File: src/srt_div_pkg.sv
package srt_div_pkg;

  // widths of the datapath
  localparam int MAN_W   = 24;    // significand incl. hidden bit
  localparam int RESID_W = 28;    // shifted residual 4w, two's complement
  localparam int QUO_W   = 28;    // two quotient bits per step
  localparam int N_ITER  = 14;    // radix-4 steps
  localparam int EXP_W   = 10;    // signed internal exponent
  localparam int LATENCY = 16;    // start edge to done edge
  localparam int CNT_W   = $clog2(LATENCY);

  // exponent limits, biased
  localparam logic signed [EXP_W-1:0] EXP_BIAS = 127;
  localparam logic signed [EXP_W-1:0] EXP_MAX  = 255;   // first exponent that overflows

  localparam logic [31:0] QNAN = 32'h7fc0_0000;   // canonical quiet nan

  typedef struct packed {
    logic       sign;
    logic [7:0] exp;
    logic [22:0] frac;
  } fp32_fields_s;

  // one port word, read raw or by field
  typedef union packed {
    logic [31:0]  word;
    fp32_fields_s f;
  } fp32_u;

  // result class decided before the recurrence
  typedef enum logic [1:0] {
    SP_NONE,
    SP_NAN,
    SP_INF,
    SP_ZERO
  } special_e;

  typedef struct packed {
    logic invalid;
    logic div_by_zero;
    logic overflow;
    logic underflow;
    logic inexact;
  } div_flags_s;

  typedef struct packed {
    logic                    sign;       // xor of operand signs
    logic signed [EXP_W-1:0] exp_base;   // ea - eb + bias
    special_e                special;
    div_flags_s              early;      // invalid / div_by_zero only
  } op_info_s;

  // handed from the recurrence to round/pack
  typedef struct packed {
    logic [QUO_W-1:0] quo;     // corrected quotient, value quo / 2^25
    logic             sticky;  // final remainder nonzero
    op_info_s         info;
  } iter_res_s;

  // one signed radix-4 digit, -2..+2
  typedef struct packed {
    logic       neg;
    logic [1:0] mag;
  } qdigit_s;

endpackage

File: src/srt_unpack.sv
`timescale 1ns/100ps

module srt_unpack (
  input  srt_div_pkg::fp32_u                 a,
  input  srt_div_pkg::fp32_u                 b,
  output srt_div_pkg::op_info_s              info,
  output logic [srt_div_pkg::MAN_W-1:0]      man_a,
  output logic [srt_div_pkg::MAN_W-1:0]      man_b
);
  import srt_div_pkg::*;

  logic a_nan, a_inf, a_zero;
  logic b_nan, b_inf, b_zero;
  logic signed [EXP_W-1:0] ea, eb;

  // operand classes, subnormals count as zero
  assign a_nan  = (a.f.exp == 8'hff) && (a.f.frac != '0);
  assign a_inf  = (a.f.exp == 8'hff) && (a.f.frac == '0);
  assign a_zero = (a.f.exp == 8'h00);
  assign b_nan  = (b.f.exp == 8'hff) && (b.f.frac != '0);
  assign b_inf  = (b.f.exp == 8'hff) && (b.f.frac == '0);
  assign b_zero = (b.f.exp == 8'h00);

  assign ea = $signed({{(EXP_W-8){1'b0}}, a.f.exp});
  assign eb = $signed({{(EXP_W-8){1'b0}}, b.f.exp});

  // hidden bit always attached, specials discard the quotient anyway
  assign man_a = {1'b1, a.f.frac};
  assign man_b = {1'b1, b.f.frac};

  always_comb begin
    info          = '0;
    info.sign     = a.f.sign ^ b.f.sign;
    info.exp_base = ea - eb + EXP_BIAS;   // biased exponent before normalization
    info.special  = SP_NONE;
    // priority: nan in, invalid, inf, div by zero, zero
    if (a_nan || b_nan) begin
      info.special = SP_NAN;
    end else if ((a_zero && b_zero) || (a_inf && b_inf)) begin
      info.special       = SP_NAN;
      info.early.invalid = 1'b1;   // 0/0, inf/inf
    end else if (a_inf) begin
      info.special = SP_INF;        // inf / finite
    end else if (b_zero) begin
      info.special           = SP_INF;
      info.early.div_by_zero = 1'b1;   // finite nonzero / 0
    end else if (a_zero || b_inf) begin
      info.special = SP_ZERO;       // 0/x, x/inf
    end
  end

endmodule

File: src/srt_qds.sv
`timescale 1ns/100ps

module srt_qds (
  input  logic [6:0]          resid_est,  // floor(8 * 4w), signed
  input  logic [2:0]          d_idx,      // divisor bits after the leading one
  output srt_div_pkg::qdigit_s digit
);

  logic signed [6:0] est;
  logic signed [6:0] th_p2, th_p1, th_z, th_n1;   // thresholds, units of 1/8

  assign est = $signed(resid_est);

  // selection constants m2, m1, m0, m-1 per divisor interval [1/2 + i/16, +1/16)
  always_comb begin
    case (d_idx)
      3'd0: begin
        th_p2 = 7'sd6;   th_p1 = 7'sd2;  th_z = -7'sd2;  th_n1 = -7'sd6;
      end
      3'd1: begin
        th_p2 = 7'sd7;   th_p1 = 7'sd2;  th_z = -7'sd2;  th_n1 = -7'sd7;
      end
      3'd2: begin
        th_p2 = 7'sd8;   th_p1 = 7'sd2;  th_z = -7'sd2;  th_n1 = -7'sd8;
      end
      3'd3: begin
        th_p2 = 7'sd8;   th_p1 = 7'sd2;  th_z = -7'sd2;  th_n1 = -7'sd8;
      end
      3'd4: begin
        th_p2 = 7'sd9;   th_p1 = 7'sd3;  th_z = -7'sd3;  th_n1 = -7'sd9;
      end
      3'd5: begin
        th_p2 = 7'sd10;  th_p1 = 7'sd3;  th_z = -7'sd3;  th_n1 = -7'sd10;
      end
      3'd6: begin
        th_p2 = 7'sd10;  th_p1 = 7'sd3;  th_z = -7'sd3;  th_n1 = -7'sd10;
      end
      default: begin   // d in [15/16, 1)
        th_p2 = 7'sd11;  th_p1 = 7'sd3;  th_z = -7'sd3;  th_n1 = -7'sd11;
      end
    endcase
  end

  // compare against the staircase, largest digit first
  always_comb begin
    if (est >= th_p2) begin
      digit = '{neg: 1'b0, mag: 2'd2};
    end else if (est >= th_p1) begin
      digit = '{neg: 1'b0, mag: 2'd1};
    end else if (est >= th_z) begin
      digit = '{neg: 1'b0, mag: 2'd0};
    end else if (est >= th_n1) begin
      digit = '{neg: 1'b1, mag: 2'd1};
    end else begin
      digit = '{neg: 1'b1, mag: 2'd2};
    end
  end

endmodule

File: src/srt_iter.sv
`timescale 1ns/100ps

module srt_iter (
  input  logic                            clk,
  input  logic                            rst,
  input  logic                            start,
  input  srt_div_pkg::op_info_s           info,
  input  logic [srt_div_pkg::MAN_W-1:0]   man_a,
  input  logic [srt_div_pkg::MAN_W-1:0]   man_b,
  output logic                            busy,
  output srt_div_pkg::iter_res_s          res,
  output logic                            iter_done
);
  import srt_div_pkg::*;

  logic [CNT_W-1:0]   cnt;
  logic [RESID_W-1:0] resid;      // 4w: sign, 2 int bits, 25 frac bits
  logic [MAN_W-1:0]   dvsr;       // d = dvsr / 2^24, in [1/2, 1)
  logic [QUO_W-1:0]   q_reg, qm_reg;   // on-the-fly pair, qm = q - 1
  logic [QUO_W-1:0]   q_nxt, qm_nxt;
  logic [RESID_W-1:0] mult;       // |digit| * d
  logic [RESID_W-1:0] w_nxt;      // 4w - digit * d
  logic [RESID_W-1:0] resid_sel;  // residual after sign correction
  qdigit_s            digit;
  logic               load, step, fix;

  assign load = start & ~busy;                       // start while busy dropped
  assign step = busy & (cnt < CNT_W'(N_ITER));
  assign fix  = busy & (cnt == CNT_W'(N_ITER));      // correction cycle

  srt_qds u_qds (
    .resid_est ({resid[RESID_W-1], resid[RESID_W-1 -: 6]}),  // sign ext, 3 frac bits
    .d_idx     (dvsr[MAN_W-2 -: 3]),
    .digit     (digit)
  );

  always_comb begin
    case (digit.mag)
      2'd1:    mult = {3'b000, dvsr, 1'b0};   // d
      2'd2:    mult = {2'b00, dvsr, 2'b00};   // 2d
      default: mult = '0;
    endcase
  end

  // negative digit adds, positive digit adds the complement with carry in
  assign w_nxt = digit.neg ? resid + mult : resid + ~mult + RESID_W'(1);

  // negative final residual: take qm and add d back (4d in these units)
  assign resid_sel = resid[RESID_W-1] ? resid + {1'b0, dvsr, 3'b000} : resid;

  // on-the-fly conversion, no carry chain
  always_comb begin
    case ({digit.neg, digit.mag})
      3'b0_01: begin q_nxt = {q_reg[QUO_W-3:0], 2'd1};  qm_nxt = {q_reg[QUO_W-3:0], 2'd0};  end
      3'b0_10: begin q_nxt = {q_reg[QUO_W-3:0], 2'd2};  qm_nxt = {q_reg[QUO_W-3:0], 2'd1};  end
      3'b1_01: begin q_nxt = {qm_reg[QUO_W-3:0], 2'd3}; qm_nxt = {qm_reg[QUO_W-3:0], 2'd2}; end
      3'b1_10: begin q_nxt = {qm_reg[QUO_W-3:0], 2'd2}; qm_nxt = {qm_reg[QUO_W-3:0], 2'd1}; end
      default: begin q_nxt = {q_reg[QUO_W-3:0], 2'd0};  qm_nxt = {qm_reg[QUO_W-3:0], 2'd3}; end
    endcase
  end

  // control
  always_ff @(posedge clk or negedge rst) begin
    if (!rst) begin
      busy      <= 1'b0;
      cnt       <= '0;
      iter_done <= 1'b0;
    end else begin
      iter_done <= fix;                    // one pulse, 15 cycles after start
      if (load) begin
        busy <= 1'b1;
        cnt  <= '0;
      end else if (busy) begin
        if (cnt == CNT_W'(LATENCY-1)) busy <= 1'b0;   // falls with done
        cnt <= cnt + 1'b1;
      end
    end
  end

  // datapath
  always_ff @(posedge clk) begin
    if (load) begin
      resid    <= {4'b0000, man_a};   // 4 * (x/8) = x/2
      dvsr     <= man_b;
      q_reg    <= '0;
      qm_reg   <= '1;                  // -1
      res.info <= info;
    end else if (step) begin
      resid  <= {w_nxt[RESID_W-3:0], 2'b00};   // next 4w, |w| < 2/3 so top bits are sign
      q_reg  <= q_nxt;
      qm_reg <= qm_nxt;
    end else if (fix) begin
      resid      <= resid_sel;
      res.quo    <= resid[RESID_W-1] ? qm_reg : q_reg;
      res.sticky <= |resid_sel;
    end
  end

endmodule

File: src/srt_round_pack.sv
`timescale 1ns/100ps

module srt_round_pack (
  input  logic                   clk,
  input  logic                   rst,
  input  logic                   iter_done,
  input  srt_div_pkg::iter_res_s res,
  output srt_div_pkg::fp32_u     result,
  output srt_div_pkg::div_flags_s flags,
  output logic                   done
);
  import srt_div_pkg::*;

  logic                    lead;      // quotient >= 1
  logic [MAN_W-1:0]        mant;
  logic                    guard, sticky_all, round_up;
  logic [MAN_W:0]          mant_r;    // with rounding carry
  logic signed [EXP_W-1:0] exp_n, exp_r;
  fp32_u                   word_c;
  div_flags_s              flags_c;

  assign lead = res.quo[MAN_W+1];   // weight 2^0 of quo / 2^25

  // normalize to 24 bits plus guard
  always_comb begin
    if (lead) begin
      mant       = res.quo[MAN_W+1 -: MAN_W];
      guard      = res.quo[1];
      sticky_all = res.quo[0] | res.sticky;
      exp_n      = res.info.exp_base;
    end else begin
      mant       = res.quo[MAN_W -: MAN_W];   // one left
      guard      = res.quo[0];
      sticky_all = res.sticky;
      exp_n      = res.info.exp_base - EXP_W'(1);
    end
  end

  // nearest even
  assign round_up = guard & (sticky_all | mant[0]);
  assign mant_r   = {1'b0, mant} + (MAN_W+1)'(round_up);
  assign exp_r    = mant_r[MAN_W] ? exp_n + EXP_W'(1) : exp_n;   // 1.111.. -> 10.000..

  always_comb begin
    word_c  = '0;
    flags_c = '0;
    word_c.f.sign = res.info.sign;
    flags_c.inexact = guard | sticky_all;
    if (exp_r >= EXP_MAX) begin
      word_c.f.exp     = 8'hff;        // inf
      flags_c.overflow = 1'b1;
      flags_c.inexact  = 1'b1;
    end else if (exp_r <= EXP_W'(0)) begin
      flags_c.underflow = 1'b1;        // flush to signed zero
      flags_c.inexact   = 1'b1;
    end else begin
      word_c.f.exp  = exp_r[7:0];
      word_c.f.frac = mant_r[MAN_W-2:0];   // zero after a rounding carry
    end

    // specials replace the word and keep only the early flags
    case (res.info.special)
      SP_NAN: begin
        word_c.word = QNAN;
        flags_c     = res.info.early;
      end
      SP_INF: begin
        word_c.f.exp  = 8'hff;
        word_c.f.frac = '0;
        flags_c       = res.info.early;
      end
      SP_ZERO: begin
        word_c.f.exp  = 8'h00;
        word_c.f.frac = '0;
        flags_c       = res.info.early;
      end
      default: flags_c = flags_c | res.info.early;
    endcase
  end

  always_ff @(posedge clk or negedge rst) begin
    if (!rst) begin
      result <= '0;
      flags  <= '0;
      done   <= 1'b0;
    end else begin
      done <= iter_done;      // one cycle after the correction edge
      if (iter_done) begin
        result <= word_c;     // held until next done
        flags  <= flags_c;
      end
    end
  end

endmodule

File: src/srt_div_fp32.sv
`timescale 1ns/100ps

module srt_div_fp32 (
  input  logic                    clk,
  input  logic                    rst,
  input  logic                    start,
  input  srt_div_pkg::fp32_u      a,       // dividend
  input  srt_div_pkg::fp32_u      b,       // divisor
  output srt_div_pkg::fp32_u      result,
  output srt_div_pkg::div_flags_s flags,
  output logic                    done,
  output logic                    busy
);
  import srt_div_pkg::*;

  op_info_s         info;       // comb, sampled on the accepting edge
  logic [MAN_W-1:0] man_a;
  logic [MAN_W-1:0] man_b;
  iter_res_s        ires;       // registered quotient + sticky + info
  logic             iter_done;

  // classify operands, form exponent and significands
  srt_unpack u_unpack (
    .a     (a),
    .b     (b),
    .info  (info),
    .man_a (man_a),
    .man_b (man_b)
  );

  // radix-4 recurrence, 14 steps + correction
  srt_iter u_iter (
    .clk       (clk),
    .rst       (rst),
    .start     (start),
    .info      (info),
    .man_a     (man_a),
    .man_b     (man_b),
    .busy      (busy),
    .res       (ires),
    .iter_done (iter_done)
  );

  // normalize, round, pack, one more cycle
  srt_round_pack u_round_pack (
    .clk       (clk),
    .rst       (rst),
    .iter_done (iter_done),
    .res       (ires),
    .result    (result),
    .flags     (flags),
    .done      (done)
  );

endmodule

File: config.mk
export PLATFORM = sky130hd
export DESIGN_NAME = srt_div_fp32
export DESIGN_NICKNAME = d
export VERILOG_FILES = /design/src/srt_div_pkg.sv /design/src/srt_unpack.sv /design/src/srt_qds.sv /design/src/srt_iter.sv /design/src/srt_round_pack.sv /design/src/srt_div_fp32.sv
export SDC_FILE = /design/constraint.sdc
export NUM_CORES = 1
export LEC_CHECK = 0
export BUFFER_PORTS_ARGS = -buffer_cell sky130_fd_sc_hd__buf_2
export CORE_UTILIZATION = 25
export DETAILED_ROUTE_END_ITERATION = 7
export PLACE_DENSITY_LB_ADDON = 0.2
export SYNTH_ARGS = -nofsm -noshare
export SYNTH_HDL_FRONTEND = slang
export SYNTH_HIERARCHICAL = 1
export SYNTH_SLANG_ARGS = --single-unit
File: constraint.sdc
create_clock -name clk -period 5.06 [get_ports clk]
set_input_delay 0.253 -clock clk [delete_from_list [all_inputs] [get_ports clk]]
set_output_delay 0.253 -clock clk [all_outputs]
set_load 0.01 [all_outputs]
==> Word level (Yosys, flattened, before mapping) <==
Cells that the tools add are included.
{ "classes": {"n_addsub": 10, "order_cmp": 7, "eq_ne": 19, "n_mux": 42, "bitwise": 13, "n_reduce_logical": 27} }
{ "ops": {"columns": ["op", "n"], "rows": [
  ["$pmux W26 S4", 2],
  ["$pmux W31 S3", 1],
  ["$mux W28", 3],
  ["$add A26 B26 Y26", 2],
  ["$mux W26", 2],
  ["$pmux W26 S2", 1],
  ["$logic_not A23 Y1", 2],
  ["$mux W23", 2],
  ["$reduce_bool A23 Y1", 2],
  ["$pmux W4 S5", 2],
  ["$mux W31", 1],
  ["$add A28 B27 Y28", 1],
  ["$reduce_or A28 Y1", 1],
  ["$add A26 B1 Y26 const B", 1],
  ["$not A26 Y26", 1],
  ["$add A24 B1 Y25", 1],
  ["$mux W24", 1],
  ["$mux W10", 2],
  ["$eq A8 B8 Y1 const B", 2],
  ["$logic_not A8 Y1", 2],
  ["$eq A3 B3 Y1 const B", 5],
  ["$ge A6 B3 Y1", 2],
  ["$ge A6 B5 Y1", 2],
  ["$mux W1", 12],
  ["32 further kinds", 65]
]} }
{ "word_totals": {"reg_bits": 189, "in_bits": 67, "out_inout_bits": 39, "word_cells": 140} }

==> Depth between registers and ports, before layout <==
Gate-level depths: netlist of the first run.
{ "logic_depth": {"ltp_word": 16, "ltp_mapped": 26} }

==> Cells and area by module <==
The synthesis of the first run kept the hierarchy.
{ "modules_own_cells": {"columns": ["module", "n_inst", "cells_each", "area_each_um2", "seq_area_each_um2"], "rows": [
  ["srt_iter", 1, 1114, 10495.1, 4204.0],
  ["srt_round_pack", 1, 384, 3415.8, 950.9],
  ["srt_unpack", 1, 177, 1238.7, 0.0],
  ["srt_qds", 1, 42, 349.1, 0.0]
]} }

==> Worst setup path before layout of the first run <==
No wires, ideal clock.
{ "synth_path": {"kind": "flip-flop to flip-flop", "startpoint": "register u_iter.dvsr[22]", "endpoint": "register u_iter.resid[27]", "setup_time_ns": 0.127, "arrival_ns": 5.348, "setup_slack_ns": -0.415, "path_stages_with_launch": 26, "path_buffers": 4, "synth_period_minus_slack_ns": 5.475, "cell_sequence": "edfxtp_1 > xnor2_1 > o21ai_0 > ha_1 > nand2b_4 > a21o_1 > a211oi_1 > o32ai_1 > inv_1 > ha_1 > clkbuf_1 > nor2b_1 > clkbuf_1 > clkbuf_1 > a22oi_1 > ha_1 > clkbuf_1 > a211oi_1 > nand2_1 > a31o_2 > a21oi_1 > o311ai_1 > and2_1 > a41o_1 > and3_1 > or3_1"} }
{ "synth_rtl": {"columns": ["item", "line_no", "text"], "rows": [
  ["start, declared", "srt_iter.sv:18", "logic [MAN_W-1:0] dvsr;"],
  ["start signal, assigned", "srt_iter.sv:84", "dvsr <= man_b;"],
  ["end signal, assigned", "srt_iter.sv:83", "resid <= {4'b0000, man_a};"],
  ["end signal, assigned", "srt_iter.sv:89", "resid <= {w_nxt[RESID_W-3:0], 2'b00};"],
  ["end signal, assigned", "srt_iter.sv:93", "resid <= resid_sel;"],
  ["end, declared", "srt_iter.sv:17", "logic [RESID_W-1:0] resid;"]
]} }

==> insert_results.sql, run 1 <==
INSERT INTO impl_metrics (metric_group, metric, value, unit) VALUES
('clock_tree', 'insertion_delay', '0.49', 'ns'),
('clock_tree', 'cts_root_buffer', 'sky130_fd_sc_hd__clkbuf_16', ''),
('outcome', 'status', 'finished, violations left', ''),
('setup_path', 'critical_path_arrival', '5.37', 'ns'),
('clock_tree', 'clkSinkCount', '193', ''),
('synth', 'synthesis.area', '0.01527', 'mm²'),
('synth', 'yosysWarningCount', '6', ''),
('floorplan', 'die_width', '249.1', 'µm'),
('sta', 'timing.clock.skew', '0.01713', 'ns'),
('hold_path', 'holdPathEnd', 'u_iter/dvsr[22]$_DFFE_PP_', ''),
('clock_tree', 'cts_inserted_buffers', '17', ''),
('synth', 'postSynthCellCount', '1697', ''),
('place', 'port_buffers', '105', ''),
('sta', 'min_period', '5.159', 'ns'),
('layout', 'core_occupancy_in_the_finished_layout', '30.86', '%'),
('setup_path', 'worstRegToRegCells', '23', ''),
('drt', 'first_iter_violations', '888', ''),
('sta', 'max_slew.worst_pin.slew', '1.041', 'ns'),
('sta', 'postLayoutSetupSlackWorst', '-0.09932', 'ns'),
('global_route', 'overflow', '0', ''),
('drt', 'detailedRoute.firstPassIterationCount', '5', ''),
('floorplan', 'initial_utilization', '25.30', '%'),
('global_route', 'pin_count_of_the_biggest_net_entering_global_routing', '78', ''),
('global_route', 'first_global_vias', '13680', ''),
('global_route', 'grt_util_met3', '2.560', '%'),
('setup_path', 'worst-r2r-setup-slack', '-0.1', 'ns'),
('sta', 'timing.final.setup_violations', '9', ''),
('outcome', 'violations', 'negative setup slack', ''),
('place', 'gp_congestion', '0.8945', ''),
('setup_path', 'cpMaxStageDelayCell', 'sky130_fd_sc_hd__a2111oi_4', ''),
('clock_tree', 'worst_setup_hold_path_clk_slew', '0.09', 'ns'),
('setup_path', 'crit_path_max_fo', '5', ''),
('clock_tree', 'cts-root-to-sink-buffers', '2', ''),
('sta', 'max_frequency', '0.1938', 'GHz'),
('global_route', 'met1_usage_in_global_routing', '21.22', '%'),
('power', 'power.leakage', '7.487', 'nW'),
('layout', 'layout-area-overhead-vs-synth', '21.99', '%'),
('floorplan', 'coreArea', '0.06036', 'mm²'),
('drt', 'vias_per_cell', '5.123', ''),
('power', 'cellPowerDensity', '831.7', 'mW/mm²'),
('layout', 'max_ffs_per_register', '45', ''),
('power', 'max-vdd-ir-drop', '391.6', 'µV'),
('layout', 'count_of_inserted_antenna_diode_cells', '0', ''),
('layout', 'filler_cell_count', '6340', ''),
('global_route', 'groute.layer.met2.usage', '27.11', '%'),
('layout', 'max_flop_register', 'u_iter/res', ''),
('drt', 'wl', '50680', 'µm'),
('floorplan', 'ioPinCount', '106', ''),
('hold_path', 'worst_hold_startpoint', 'b[22]', ''),
('sta', 'timing_hold_violations_final', '0', ''),
('setup_path', 'critical_path.most_common_cell', 'sky130_fd_sc_hd__ha_4', ''),
('drt', 'route.detailed.wl_per_inst', '19.05', 'µm'),
('setup_path', 'timing.rr.end', 'u_iter/resid[17]$_DFFE_PP_', ''),
('synth', 'syn_avg_cell_area', '8.997', 'µm²'),
('hold_path', 'whs_path_depth', '1', ''),
('layout', 'largest_registers', 'u_iter/res: 45 flops, u_round_pack/result: 32 flops, u_iter/resid: 28 flops', ''),
('setup_path', 'r2r-start', 'u_iter/dvsr[20]$_DFFE_PP_', ''),
('hold_path', 'min-delay-path-class', 'input pin to flip-flop', ''),
('global_route', 'gr-max-usage-layer', 'met2', ''),
('drt', 'total_number_of_vias', '13630', ''),
('layout', 'layoutNonFillerInstCount', '2661', ''),
('global_route', 'gr-usage-all-layers', '16.16', '%'),
('setup_path', 'setup.worst_path.end_class', 'flip-flop', ''),
('drt', 'final_antenna_violating_net_count', '0', ''),
('drt', 'drt_drc_violations_left', '0', ''),
('place', 'place_inst', '2590', ''),
('floorplan', 'floorplan.rows', '90', ''),
('sta', 'rsz_0062_raised_after_global_routing', 'yes', ''),
('layout', 'nets', '2038', ''),
('setup_path', 'crit_path_cell_trace', 'buf_4 -> maj3_2 -> ha_4 -> a2111oi_4 -> nor4b_4 -> o32a_4 -> buf_6 -> ha_4 -> nor2b_4 -> and2_4 -> buf_6 -> ha_4 -> fa_2 -> nor2b_2 -> o2111ai_2 -> a211oi_4 -> buf_4 -> nor3_2 -> o21ai_1 -> a21oi_1 -> a21oi_1 -> xnor2_1 -> o21ai_0', ''),
('flow_run', 'cap_viol_max_count', '0', '');
-- cell usage in the layout (no fill, tap or decap), types with 32 or more instances in the layout --
cell type / instances
sky130_fd_sc_hd__buf_4: 153
sky130_fd_sc_hd__nor2_1: 135
sky130_fd_sc_hd__buf_2: 105
sky130_fd_sc_hd__nand2_1: 104
sky130_fd_sc_hd__edfxtp_1: 93
sky130_fd_sc_hd__o21ai_0: 88
sky130_fd_sc_hd__inv_1: 83
sky130_fd_sc_hd__ha_1: 83
sky130_fd_sc_hd__a21oi_1: 72
sky130_fd_sc_hd__xnor2_1: 58
sky130_fd_sc_hd__nand3_1: 55
sky130_fd_sc_hd__dfxtp_1: 55
sky130_fd_sc_hd__a22oi_1: 46
sky130_fd_sc_hd__dfrtp_1: 44
sky130_fd_sc_hd__mux2_2: 37
sky130_fd_sc_hd__xor2_1: 32
-- repair_timing --
item,CTS,global route
endpoints found under the hold margin,64,0
resized for setup,62,57
pin swaps,32,58
setup buffers,9,12
hold buffers,21,0
setup endpoints to repair,14,14
-- layout make-up --
type                            instances  area [µm²]  area share [%]
Tap cell                              782       978.4           5.253
Timing Repair Buffer                  286        1984           10.65
Sequential cell                       193        5016           26.93
Clock inverter                         14       163.9          0.8800
Multi-Input combinational cell       1276        9698           52.07
Clock buffer                           18       439.2           2.358
Inverter                               92       345.3           1.854
-- report_power, final --
part	internal (mW)	switching, mW
Combinational	5.05	6.19
Sequential	2.34	0.496
Clock	0.678	0.741
Total	8.06	7.43
-- critical path: cells and delay by family (launching register included) --
kind / cells / cell delay, ns
flops: 1 / 0.46
xor+xnor: 1 / 0.21
simple gates: 5 / 0.57
fa+ha+maj: 5 / 1.23
buf+inv: 4 / 0.59
compound gates: 8 / 1.80
-- routing by layer --
metal  vias up  wire length [µm]
met5         -                13
met4         2               834
met3        53              2082
met2       276             24150
met1      6688             23600
li1       6613                 -
-- worst max path at each step --
stage / start / to / slack, ns / depth (start not counted)
finish: u_iter/dvsr[20]$_DFFE_PP_ / u_iter/resid[17]$_DFFE_PP_ / -0.1 / 23
global placement: u_iter/dvsr[22]$_DFFE_PP_ / u_iter/resid[16]$_DFFE_PP_ / -0.31 / 23
detailed placement: u_iter/dvsr[22]$_DFFE_PP_ / u_iter/resid[20]$_DFFE_PP_ / -0.40 / 24
CTS: u_iter/dvsr[20]$_DFFE_PP_ / u_iter/resid[25]$_SDFFE_PP0P_ / -0.04 / 25
floorplan: u_iter/dvsr[22]$_DFFE_PP_ / u_iter/resid[25]$_SDFFE_PP0P_ / -0.02 / 25
global route: u_iter/dvsr[20]$_DFFE_PP_ / u_iter/resid[25]$_SDFFE_PP0P_ / -0.27 / 24
-- metrics by stage --
stage / hold slack (ns) / TNS (ns) / power, mW / setup slack, ns / instance area (µm²)
floorplan: -0.04259 / -0.02711 / 9.053 / -0.01690 / 15360
global placement: 0.4079 / -2.526 / 12.76 / -0.3084 / 17110
detailed placement: 0.4009 / -3.763 / 12.77 / -0.4032 / 17110
CTS: 0.01062 / -0.05860 / 14.79 / -0.03768 / 18250
global route: 0.03315 / -3.006 / 16.65 / -0.2662 / 18630
finish: 0.05964 / -0.4628 / 15.49 / -0.09932 / 18630
(Power assumes the default switching activity.)
==> run 2: changes to the inputs <==
--- a/config.mk
+++ b/config.mk
@@ -11,5 +11,4 @@
 export PLACE_DENSITY_LB_ADDON = 0.2
 export SYNTH_ARGS = -nofsm -noshare
 export SYNTH_HDL_FRONTEND = slang
-export SYNTH_HIERARCHICAL = 1
 export SYNTH_SLANG_ARGS = --single-unit
==> constraint.sdc (replaced) <==
create_clock -name clk -period 4.26 [get_ports clk]
set_input_delay 0.213 -clock clk [delete_from_list [all_inputs] [get_ports clk]]
set_output_delay 0.213 -clock clk [all_outputs]
set_load 0.01 [all_outputs]
==> run 2 against run 1 <==
Effect of this change: the flow still finishes with violations (negative setup slack); total power grew 19%; combinational power rose by 21%; critical path depth rose by 6; die area down 6.7%; non-clock buffer count is 32 higher; worst hold slack lost 0.012 ns; clock skew shrank 0.0062 ns; register-to-register slack got worse by 1.0 ns; sequential share of layout area is 0.22 points lower; global-route usage fell by 0.46 points; flip-flop and latch count decreased by 4; largest power group unchanged.
==> insert_results.sql, run 2 <==
INSERT INTO impl_metrics (metric_group, metric, value, unit) VALUES
('synth', 'synth_fp_nets', '1803', ''),
('setup_path', 'crit_family', 'compound AO/OA/AOI/OAI gates', ''),
('sta', 'final_number_of_max_transition_violations', '0', ''),
('synth', 'yosysWarningCount', '0', ''),
('sta', 'min_period', '5.364', 'ns'),
('clock_tree', 'insertion_delay', '0.46', 'ns'),
('flow_run', 'cap_viol_max_count', '0', ''),
('sta', 'timing.final.setup_violations', '23', ''),
('clock_tree', 'clkSinkCount', '189', ''),
('layout', 'layout-area-overhead-vs-synth', '28.50', '%'),
('global_route', 'first_global_vias', '12710', ''),
('setup_path', 'crit_path_max_fo', '5', ''),
('layout', 'multiInputGateArea', '0.009285', 'mm²'),
('place', 'post-dp-hpwl', '33540', 'µm'),
('synth', 'synth_enable_flop_cells', '88', ''),
('floorplan', 'ioPinCount', '106', ''),
('setup_path', 'worstPathBufferInverterCount', '5', ''),
('synth', 'postSynthCellCount', '1632', ''),
('outcome', 'status', 'finished, violations left', ''),
('setup_path', 'worst-r2r-setup-slack', '-1.10', 'ns'),
('power', 'cellPowerDensity', '1006', 'mW/mm²'),
('clock_tree', 'cts_inserted_buffers', '17', ''),
('drt', 'vias_per_cell', '4.891', ''),
('synth', 'netlist_top_cells_area', 'sky130_fd_sc_hd__edfxtp_1, sky130_fd_sc_hd__ha_1, sky130_fd_sc_hd__dfxtp_1, sky130_fd_sc_hd__a21oi_1, sky130_fd_sc_hd__dfrtp_1', ''),
('drt', 'route.detailed.wl_per_inst', '17.03', 'µm'),
('floorplan', 'die_width', '240.6', 'µm'),
('power', 'power.leakage', '7.490', 'nW'),
('layout', 'final_cell_mix', 'sky130_fd_sc_hd__a21oi_1, sky130_fd_sc_hd__buf_4, sky130_fd_sc_hd__nand2_1', ''),
('drt', 'wl', '45150', 'µm'),
('sta', 'fin_setup_tns', '-18.44', 'ns'),
('synth', 'synthesis.area', '0.01423', 'mm²'),
('synth', 'synth-seq-area-share', '34.31', '%'),
('synth', 'yosys_most_used_dff', 'sky130_fd_sc_hd__edfxtp_1', ''),
('layout', 'count_of_inserted_antenna_diode_cells', '0', ''),
('synth', 'ys_top_cells_by_count', 'sky130_fd_sc_hd__a21oi_1, sky130_fd_sc_hd__nand2_1, sky130_fd_sc_hd__o21ai_0', ''),
('layout', 'layoutNonFillerInstCount', '2651', ''),
('clock_tree', 'worst_setup_hold_path_clk_slew', '0.08', 'ns'),
('drt', 'total_number_of_vias', '12970', ''),
('sta', 'timing.clock.skew', '0.01088', 'ns'),
('setup_path', 'cpPeakStageDelay', '0.45', 'ns'),
('layout', 'max_flop_register', 'u_iter.res', ''),
('layout', 'nets', '2054', ''),
('synth', 'async_reset_ff_share', '23.28', '%'),
('drt', 'final_antenna_violating_net_count', '0', ''),
('setup_path', 'setup.worst_path.end_class', 'flip-flop', ''),
('place', 'post-place-ws', '-1.315', 'ns'),
('global_route', 'pin_count_of_the_biggest_net_entering_global_routing', '106', ''),
('synth', 'synthDistinctLibCells', '89', ''),
('layout', 'largest_registers', 'u_iter.res: 42 flops, u_round_pack.result: 32 flops, u_iter.resid: 28 flops', ''),
('setup_path', 'critical_path_arrival', '5.55', 'ns'),
('layout', 'mostFrequentLayoutCell', 'sky130_fd_sc_hd__a21oi_1', ''),
('setup_path', 'timing.critical_path.required', '4.44', 'ns'),
('floorplan', 'die_area', '0.05790', 'mm²'),
('place', 'detailed_place.area', '0.01673', 'mm²'),
('clock_tree', 'cts-root-to-sink-buffers', '2', ''),
('layout', 'max_ffs_per_register', '42', ''),
('setup_path', 'timing.setup.critical_path_class', 'flip-flop to flip-flop', ''),
('sta', 'max_frequency', '0.1864', 'GHz'),
('setup_path', 'crit_path_start_kind', 'flip-flop', ''),
('clock_tree', 'htreeDepth', '4', ''),
('floorplan', 'coreArea', '0.05628', 'mm²'),
('global_route', 'gr-usage-all-layers', '15.70', '%'),
('global_route', 'wire_length_of_the_first_global_routing_pass', '70950', 'µm'),
('sta', 'post-route-period-util', '125.9', '%'),
('global_route', 'overflow', '0', ''),
('global_route', 'antenna_violations_before_repair', '1', ''),
('layout', 'postLayoutCellArea', '0.01829', 'mm²'),
('clock_tree', 'tritoncts', 'done', ''),
('layout', 'layout-drive-gt1-share', '27.23', '%'),
('layout', 'filler_cell_count', '5922', ''),
('sta', 'timing_hold_violations_final', '0', ''),
('hold_path', 'min-delay-path-class', 'input pin to flip-flop', ''),
('place', 'gp_congestion', '0.8398', ''),
('floorplan', 'initial_utilization', '25.29', '%'),
('synth', 'synth-seq-cells', '189', ''),
('place', 'port_buffers', '105', ''),
('sta', 'slew_headroom', '36.21', '%'),
('sta', 'max_slew.worst_pin.slew', '0.9569', 'ns'),
('drt', 'first_iter_violations', '701', ''),
('drt', 'detailedRoute.firstPassIterationCount', '5', ''),
('place', 'place_inst', '2560', ''),
('floorplan', 'floorplan.rows', '87', ''),
('sta', 'postLayoutSetupSlackWorst', '-1.104', 'ns'),
('sta', 'rsz_0062_raised_after_global_routing', 'yes', ''),
('floorplan', 'die_h', '240.6', 'µm'),
('setup_path', 'cpMaxStageDelayCell', 'sky130_fd_sc_hd__edfxtp_1', ''),
('clock_tree', 'cts_root_buffer', 'sky130_fd_sc_hd__clkbuf_16', ''),
('synth', 'cell_type_with_the_largest_total_area_after_synthesis', 'sky130_fd_sc_hd__edfxtp_1', ''),
('power', 'max-vdd-ir-drop', '481.4', 'µV'),
('synth', 'syn_avg_cell_area', '8.722', 'µm²'),
('outcome', 'violations', 'negative setup slack', ''),
('synth', 'yosysTopAreaCellShare', '18.56', '%'),
('synth', 'yosysMostFrequentCell', 'sky130_fd_sc_hd__a21oi_1', ''),
('drt', 'drt_drc_violations_left', '0', ''),
('layout', 'seq_area', '0.004886', 'mm²');
run 2: layer usage:
| layer | wire [µm] | vias up | GRT usage [%] |
|---|---|---|---|
| li1 | - | 6498 | - |
| met4 | 507 | 0 | 3.281 |
| met3 | 1453 | 27 | 2.505 |
| met5 | 0 | - | 0 |
| met1 | 20960 | 6207 | 20.54 |
| met2 | 22230 | 234 | 27.06 |
run 2: layout make-up:
type	count	area share [%]
tap	756	5.171
timing repair buffer	318	12.39
multi-input combinational	1257	50.76
clock inverter	9	0.4446
inverter	100	2.073
sequential	189	26.71
clock buffer	22	2.449
run 2: worst paths after layout:
kind	startpoint	to	cells after the start
min	a[1]	u_iter.resid[1]$_DFFE_PP_	2
max in group asynchronous	rst	u_iter.cnt[0]$_DFFE_PN0P_	3
max reg2reg	u_iter.dvsr[20]$_DFFE_PP_	u_iter.resid[19]$_DFFE_PP_	29
min reg2reg	u_iter.res[3]$_SDFFCE_PP0P_	u_round_pack.flags[3]$_DFFE_PN0P_	1
min in group asynchronous	rst	u_round_pack.result[7]$_DFFE_PN0P_	3
max	u_iter.dvsr[20]$_DFFE_PP_	u_iter.resid[19]$_DFFE_PP_	29
run 2: power by group:
group	switching [mW]	internal, mW	total (mW)
clock network	0.766	0.765	1.53
registers	0.569	2.79	3.35
logic	7.23	6.29	13.5
total	8.57	9.84	18.4
run 2: cell families after synthesis:
| logic type | count (synthesis) | synth area share, % |
|---|---|---|
| compound gates | 539 | 24.46 |
| buf+inv | 186 | 5.098 |
| mux | 67 | 5.054 |
| xor+xnor | 93 | 5.722 |
| flops | 189 | 34.31 |
| simple gates | 454 | 16.00 |
| fa+ha+maj | 104 | 9.352 |
run 2: through the flow:
step                total power, mW  util (%)  hold slack (ns)
global placement              15.08     29.73           0.3459
global route                  20.00     32.50          0.01797
CTS                           17.65     31.85          0.01737
finish                        18.41     32.50          0.04717
detailed placement            15.11     29.73           0.3351
floorplan                     10.94         -         -0.08259
run 2: timing repair:
action,4_1_cts,5_1_grt
hold buffers,24,0
setup endpoints to repair,24,25
resized for setup,55,52
cloned,1,0
buffers inserted,21,16
pin swaps,57,66
hold endpoints to repair,67,0
==> run 3: changes to the inputs <==
--- a/config.mk
+++ b/config.mk
@@ -5,6 +5,7 @@
 export SDC_FILE = /design/constraint.sdc
 export NUM_CORES = 1
 export LEC_CHECK = 0
+export ABC_AREA = 1
 export BUFFER_PORTS_ARGS = -buffer_cell sky130_fd_sc_hd__buf_2
 export CORE_UTILIZATION = 25
 export DETAILED_ROUTE_END_ITERATION = 7
==> run 3 against run 2 <==
Effect of this change: the run still ends with negative setup slack left; synthesized cell count is 34% higher; global-route usage is 1.3 points higher; area after synthesis is 7.6% higher; sequential share of layout area is 2.6 points lower; core utilization is 1.0 points higher; first-iteration DRC count is 14% higher; clock skew is 0.0078 ns higher; maximum frequency is 13% higher; count of clock-buffer cells in the layout is 5 lower; cell area is 11% higher; critical path type unchanged; largest cell class unchanged.
==> insert_results.sql, run 3 <==
INSERT INTO impl_metrics (metric_group, metric, value, unit) VALUES
('outcome', 'status', 'finished, violations left', ''),
('outcome', 'violations', 'negative setup slack', ''),
('drt', 'first_iter_violations', '797', ''),
('synth', 'yosysMostFrequentCell', 'sky130_fd_sc_hd__nand2_1', ''),
('drt', 'route.detailed.wl_per_inst', '16.25', 'µm'),
('synth', 'cell_type_with_the_largest_total_area_after_synthesis', 'sky130_fd_sc_hd__edfxtp_1', ''),
('layout', 'layout-area-overhead-vs-synth', '32.35', '%'),
('synth', 'synthesis.area', '0.01531', 'mm²'),
('floorplan', 'ioPinCount', '106', ''),
('synth', 'yosysWarningCount', '0', ''),
('place', 'gp_congestion', '0.8719', ''),
('global_route', 'first_global_vias', '15370', ''),
('flow_run', 'cap_viol_max_count', '0', ''),
('clock_tree', 'clkSinkCount', '189', ''),
('synth', 'synth_fp_nets', '2356', ''),
('setup_path', 'timing.critical_path.required', '4.47', 'ns'),
('sta', 'slew_headroom', '33.96', '%'),
('sta', 'rsz_0062_raised_after_global_routing', 'yes', ''),
('synth', 'netlist_top_cells_area', 'sky130_fd_sc_hd__edfxtp_1, sky130_fd_sc_hd__nand2_1, sky130_fd_sc_hd__ha_1, sky130_fd_sc_hd__dfxtp_1, sky130_fd_sc_hd__dfrtp_1', ''),
('sta', 'max_slew.worst_pin.slew', '0.9905', 'ns'),
('clock_tree', 'cts_root_buffer', 'sky130_fd_sc_hd__clkbuf_16', ''),
('drt', 'total_number_of_vias', '15410', ''),
('global_route', 'overflow', '0', ''),
('floorplan', 'die_area', '0.06225', 'mm²'),
('floorplan', 'initial_utilization', '25.33', '%'),
('global_route', 'wire_length_of_the_first_global_routing_pass', '83130', 'µm'),
('layout', 'final_cell_mix', 'sky130_fd_sc_hd__nand2_1, sky130_fd_sc_hd__inv_1, sky130_fd_sc_hd__buf_4', ''),
('drt', 'drt_drc_violations_left', '0', ''),
('floorplan', 'coreArea', '0.06047', 'mm²'),
('sta', 'timing_hold_violations_final', '0', ''),
('sta', 'final_number_of_max_transition_violations', '0', ''),
('layout', 'largest_registers', 'u_iter.res: 42 flops, u_round_pack.result: 32 flops, u_iter.resid: 28 flops', ''),
('setup_path', 'timing.setup.critical_path_class', 'flip-flop to flip-flop', ''),
('drt', 'vias_per_cell', '4.724', ''),
('layout', 'mostFrequentLayoutCell', 'sky130_fd_sc_hd__nand2_1', ''),
('place', 'post-dp-hpwl', '40450', 'µm'),
('clock_tree', 'htreeDepth', '4', ''),
('sta', 'postLayoutSetupSlackWorst', '-0.4789', 'ns'),
('layout', 'layout-drive-gt1-share', '25.79', '%'),
('setup_path', 'crit_path_start_kind', 'flip-flop', ''),
('clock_tree', 'cts_inserted_buffers', '17', ''),
('drt', 'detailedRoute.firstPassIterationCount', '6', ''),
('clock_tree', 'tritoncts', 'done', ''),
('layout', 'postLayoutCellArea', '0.02027', 'mm²'),
('setup_path', 'critical_path.most_common_cell', 'sky130_fd_sc_hd__buf_4', ''),
('layout', 'filler_cell_count', '6446', ''),
('drt', 'wl', '53010', 'µm'),
('synth', 'yosysTopAreaCellShare', '17.25', '%'),
('synth', 'synth_enable_flop_cells', '88', ''),
('sta', 'timing.final.setup_violations', '23', ''),
('place', 'detailed_place.area', '0.01795', 'mm²'),
('layout', 'seq_area', '0.004886', 'mm²'),
('synth', 'syn_avg_cell_area', '7.009', 'µm²'),
('floorplan', 'floorplan.rows', '90', ''),
('layout', 'multiInputGateArea', '0.01018', 'mm²'),
('layout', 'max_flop_register', 'u_iter.res', ''),
('floorplan', 'die_h', '249.5', 'µm'),
('setup_path', 'cpMaxStageDelayCell', 'sky130_fd_sc_hd__edfxtp_1', ''),
('layout', 'max_ffs_per_register', '42', ''),
('sta', 'timing.clock.skew', '0.01872', 'ns'),
('floorplan', 'die_width', '249.5', 'µm'),
('setup_path', 'cpPeakStageDelay', '0.54', 'ns'),
('clock_tree', 'insertion_delay', '0.50', 'ns'),
('synth', 'synth-seq-cells', '189', ''),
('setup_path', 'crit_path_max_fo', '6', ''),
('global_route', 'antenna_violations_before_repair', '0', ''),
('synth', 'yosys_most_used_dff', 'sky130_fd_sc_hd__edfxtp_1', ''),
('setup_path', 'setup.worst_path.end_class', 'flip-flop', ''),
('place', 'port_buffers', '105', ''),
('synth', 'ys_top_cells_by_count', 'sky130_fd_sc_hd__nand2_1, sky130_fd_sc_hd__inv_1, sky130_fd_sc_hd__nor2_1', ''),
('synth', 'postSynthCellCount', '2185', ''),
('sta', 'min_period', '4.739', 'ns'),
('setup_path', 'critical_path_arrival', '4.95', 'ns'),
('synth', 'synth-seq-area-share', '31.90', '%'),
('hold_path', 'min-delay-path-class', 'input pin to flip-flop', ''),
('global_route', 'gr-usage-all-layers', '17.01', '%'),
('synth', 'async_reset_ff_share', '23.28', '%'),
('sta', 'post-route-period-util', '111.2', '%'),
('layout', 'nets', '2636', ''),
('synth', 'synthDistinctLibCells', '61', ''),
('global_route', 'pin_count_of_the_biggest_net_entering_global_routing', '85', ''),
('drt', 'final_antenna_violating_net_count', '0', ''),
('clock_tree', 'worst_setup_hold_path_clk_slew', '0.09', 'ns'),
('sta', 'max_frequency', '0.2110', 'GHz'),
('clock_tree', 'cts-root-to-sink-buffers', '2', '');
[run 3: cell types whose count changed in the layout (fill, tap and decap cells not counted), moves of 22 or more]
cell                       change
sky130_fd_sc_hd__nand3_1      +62
sky130_fd_sc_hd__mux2i_1      -28
sky130_fd_sc_hd__o211ai_1     +25
sky130_fd_sc_hd__xnor2_1      -39
sky130_fd_sc_hd__inv_1       +165
sky130_fd_sc_hd__inv_2        +22
sky130_fd_sc_hd__nor2_1       +84
sky130_fd_sc_hd__nor3_1       -25
sky130_fd_sc_hd__nand3_2      +26
sky130_fd_sc_hd__nand2_2      +30
sky130_fd_sc_hd__nor2_2       +23
sky130_fd_sc_hd__mux2_2       -36
sky130_fd_sc_hd__a21oi_1      -57
sky130_fd_sc_hd__nand2_1     +383
[run 3: cells by family after synthesis]
logic type	after synthesis	synth area share, %
adder cells (fa/ha/maj)	104	8.693
XOR/XNOR	55	3.145
flip-flops	189	31.90
multiplexers	2	0.1307
AND/OR/NAND/NOR	978	27.76
AO/OA/AOI/OAI	481	18.40
buffers and inverters	376	9.975
[run 3: routing by layer]
layer	track usage [%]	vias to the layer above	share of wire [%]
li1	-	7869	-
met1	20.62	7230	45
met2	30.73	252	50
met3	2.597	55	2.8
met4	5.115	0	2.0
met5	0	-	0
[run 3: cell type report]
type	count	share of cell area (%)
diodes	1	0.01235
clock buffers	17	2.099
clock inverters	15	0.8580
inverters	293	5.549
multi-input cells	1620	50.21
flip-flops and latches	189	24.11
well taps	782	4.827
repair buffers	341	12.19
repair inverters	3	0.1543
[run 3: path summary, 6_finish.rpt]
check	startpoint	end	slack, ns	depth (start not counted)
min	b[31]	u_iter.res[17]$_DFFE_PP_	0.04	2
min in group asynchronous	rst	u_iter.cnt[3]$_DFFE_PN0P_	0.41	2
min reg2reg	u_iter.res[4]$_SDFFCE_PP0P_	u_round_pack.flags[4]$_DFFE_PN0P_	0.46	2
max	u_iter.dvsr[22]$_DFFE_PP_	u_iter.resid[11]$_DFFE_PP_	-0.48	27
max in group asynchronous	rst	u_round_pack.result[16]$_DFFE_PN0P_	3.23	2
max reg2reg	u_iter.dvsr[22]$_DFFE_PP_	u_iter.resid[11]$_DFFE_PP_	-0.48	27
[run 3: worst max-delay path: cells and delay by family, from the launching register on]
kind / cells / cell delay (ns)
buffers and inverters: 8 / 0.96
AO/OA/AOI/OAI: 12 / 1.65
adder cells (fa/ha/maj): 3 / 0.81
AND/OR/NAND/NOR: 3 / 0.24
flip-flops: 1 / 0.54
XOR/XNOR: 1 / 0.27
[run 3: metrics by stage]
step           setup TNS, ns  hold slack (ns)  std cells  utilization (%)  setup WS (ns)
2_1_floorplan         -1.406         -0.08259       2185                -        -0.1997
3_3_place_gp          -13.68           0.4040       3162            29.68        -0.7880
3_5_place_dp          -15.58           0.4087       3162            29.68        -0.8349
4_1_cts               -7.211         0.002842       3249            32.79        -0.4642
5_1_grt               -13.62          0.02299       3260            33.52        -0.7116
6_report              -8.392          0.04340       3261            33.52        -0.4789
[run 3: repair_timing]
item | 4_1_cts | 5_1_grt
hold endpoints to repair | 73 | 0
cloned | 3 | 2
endpoints found under the setup margin | 24 | 24
hold buffers | 30 | 0
pin swaps | 38 | 57
resized for setup | 184 | 86
buffers inserted | 22 | 9
Power of run 3 is not shown: default switching activity piles up to over one toggle a cycle in this logic, so the estimate is an artifact.
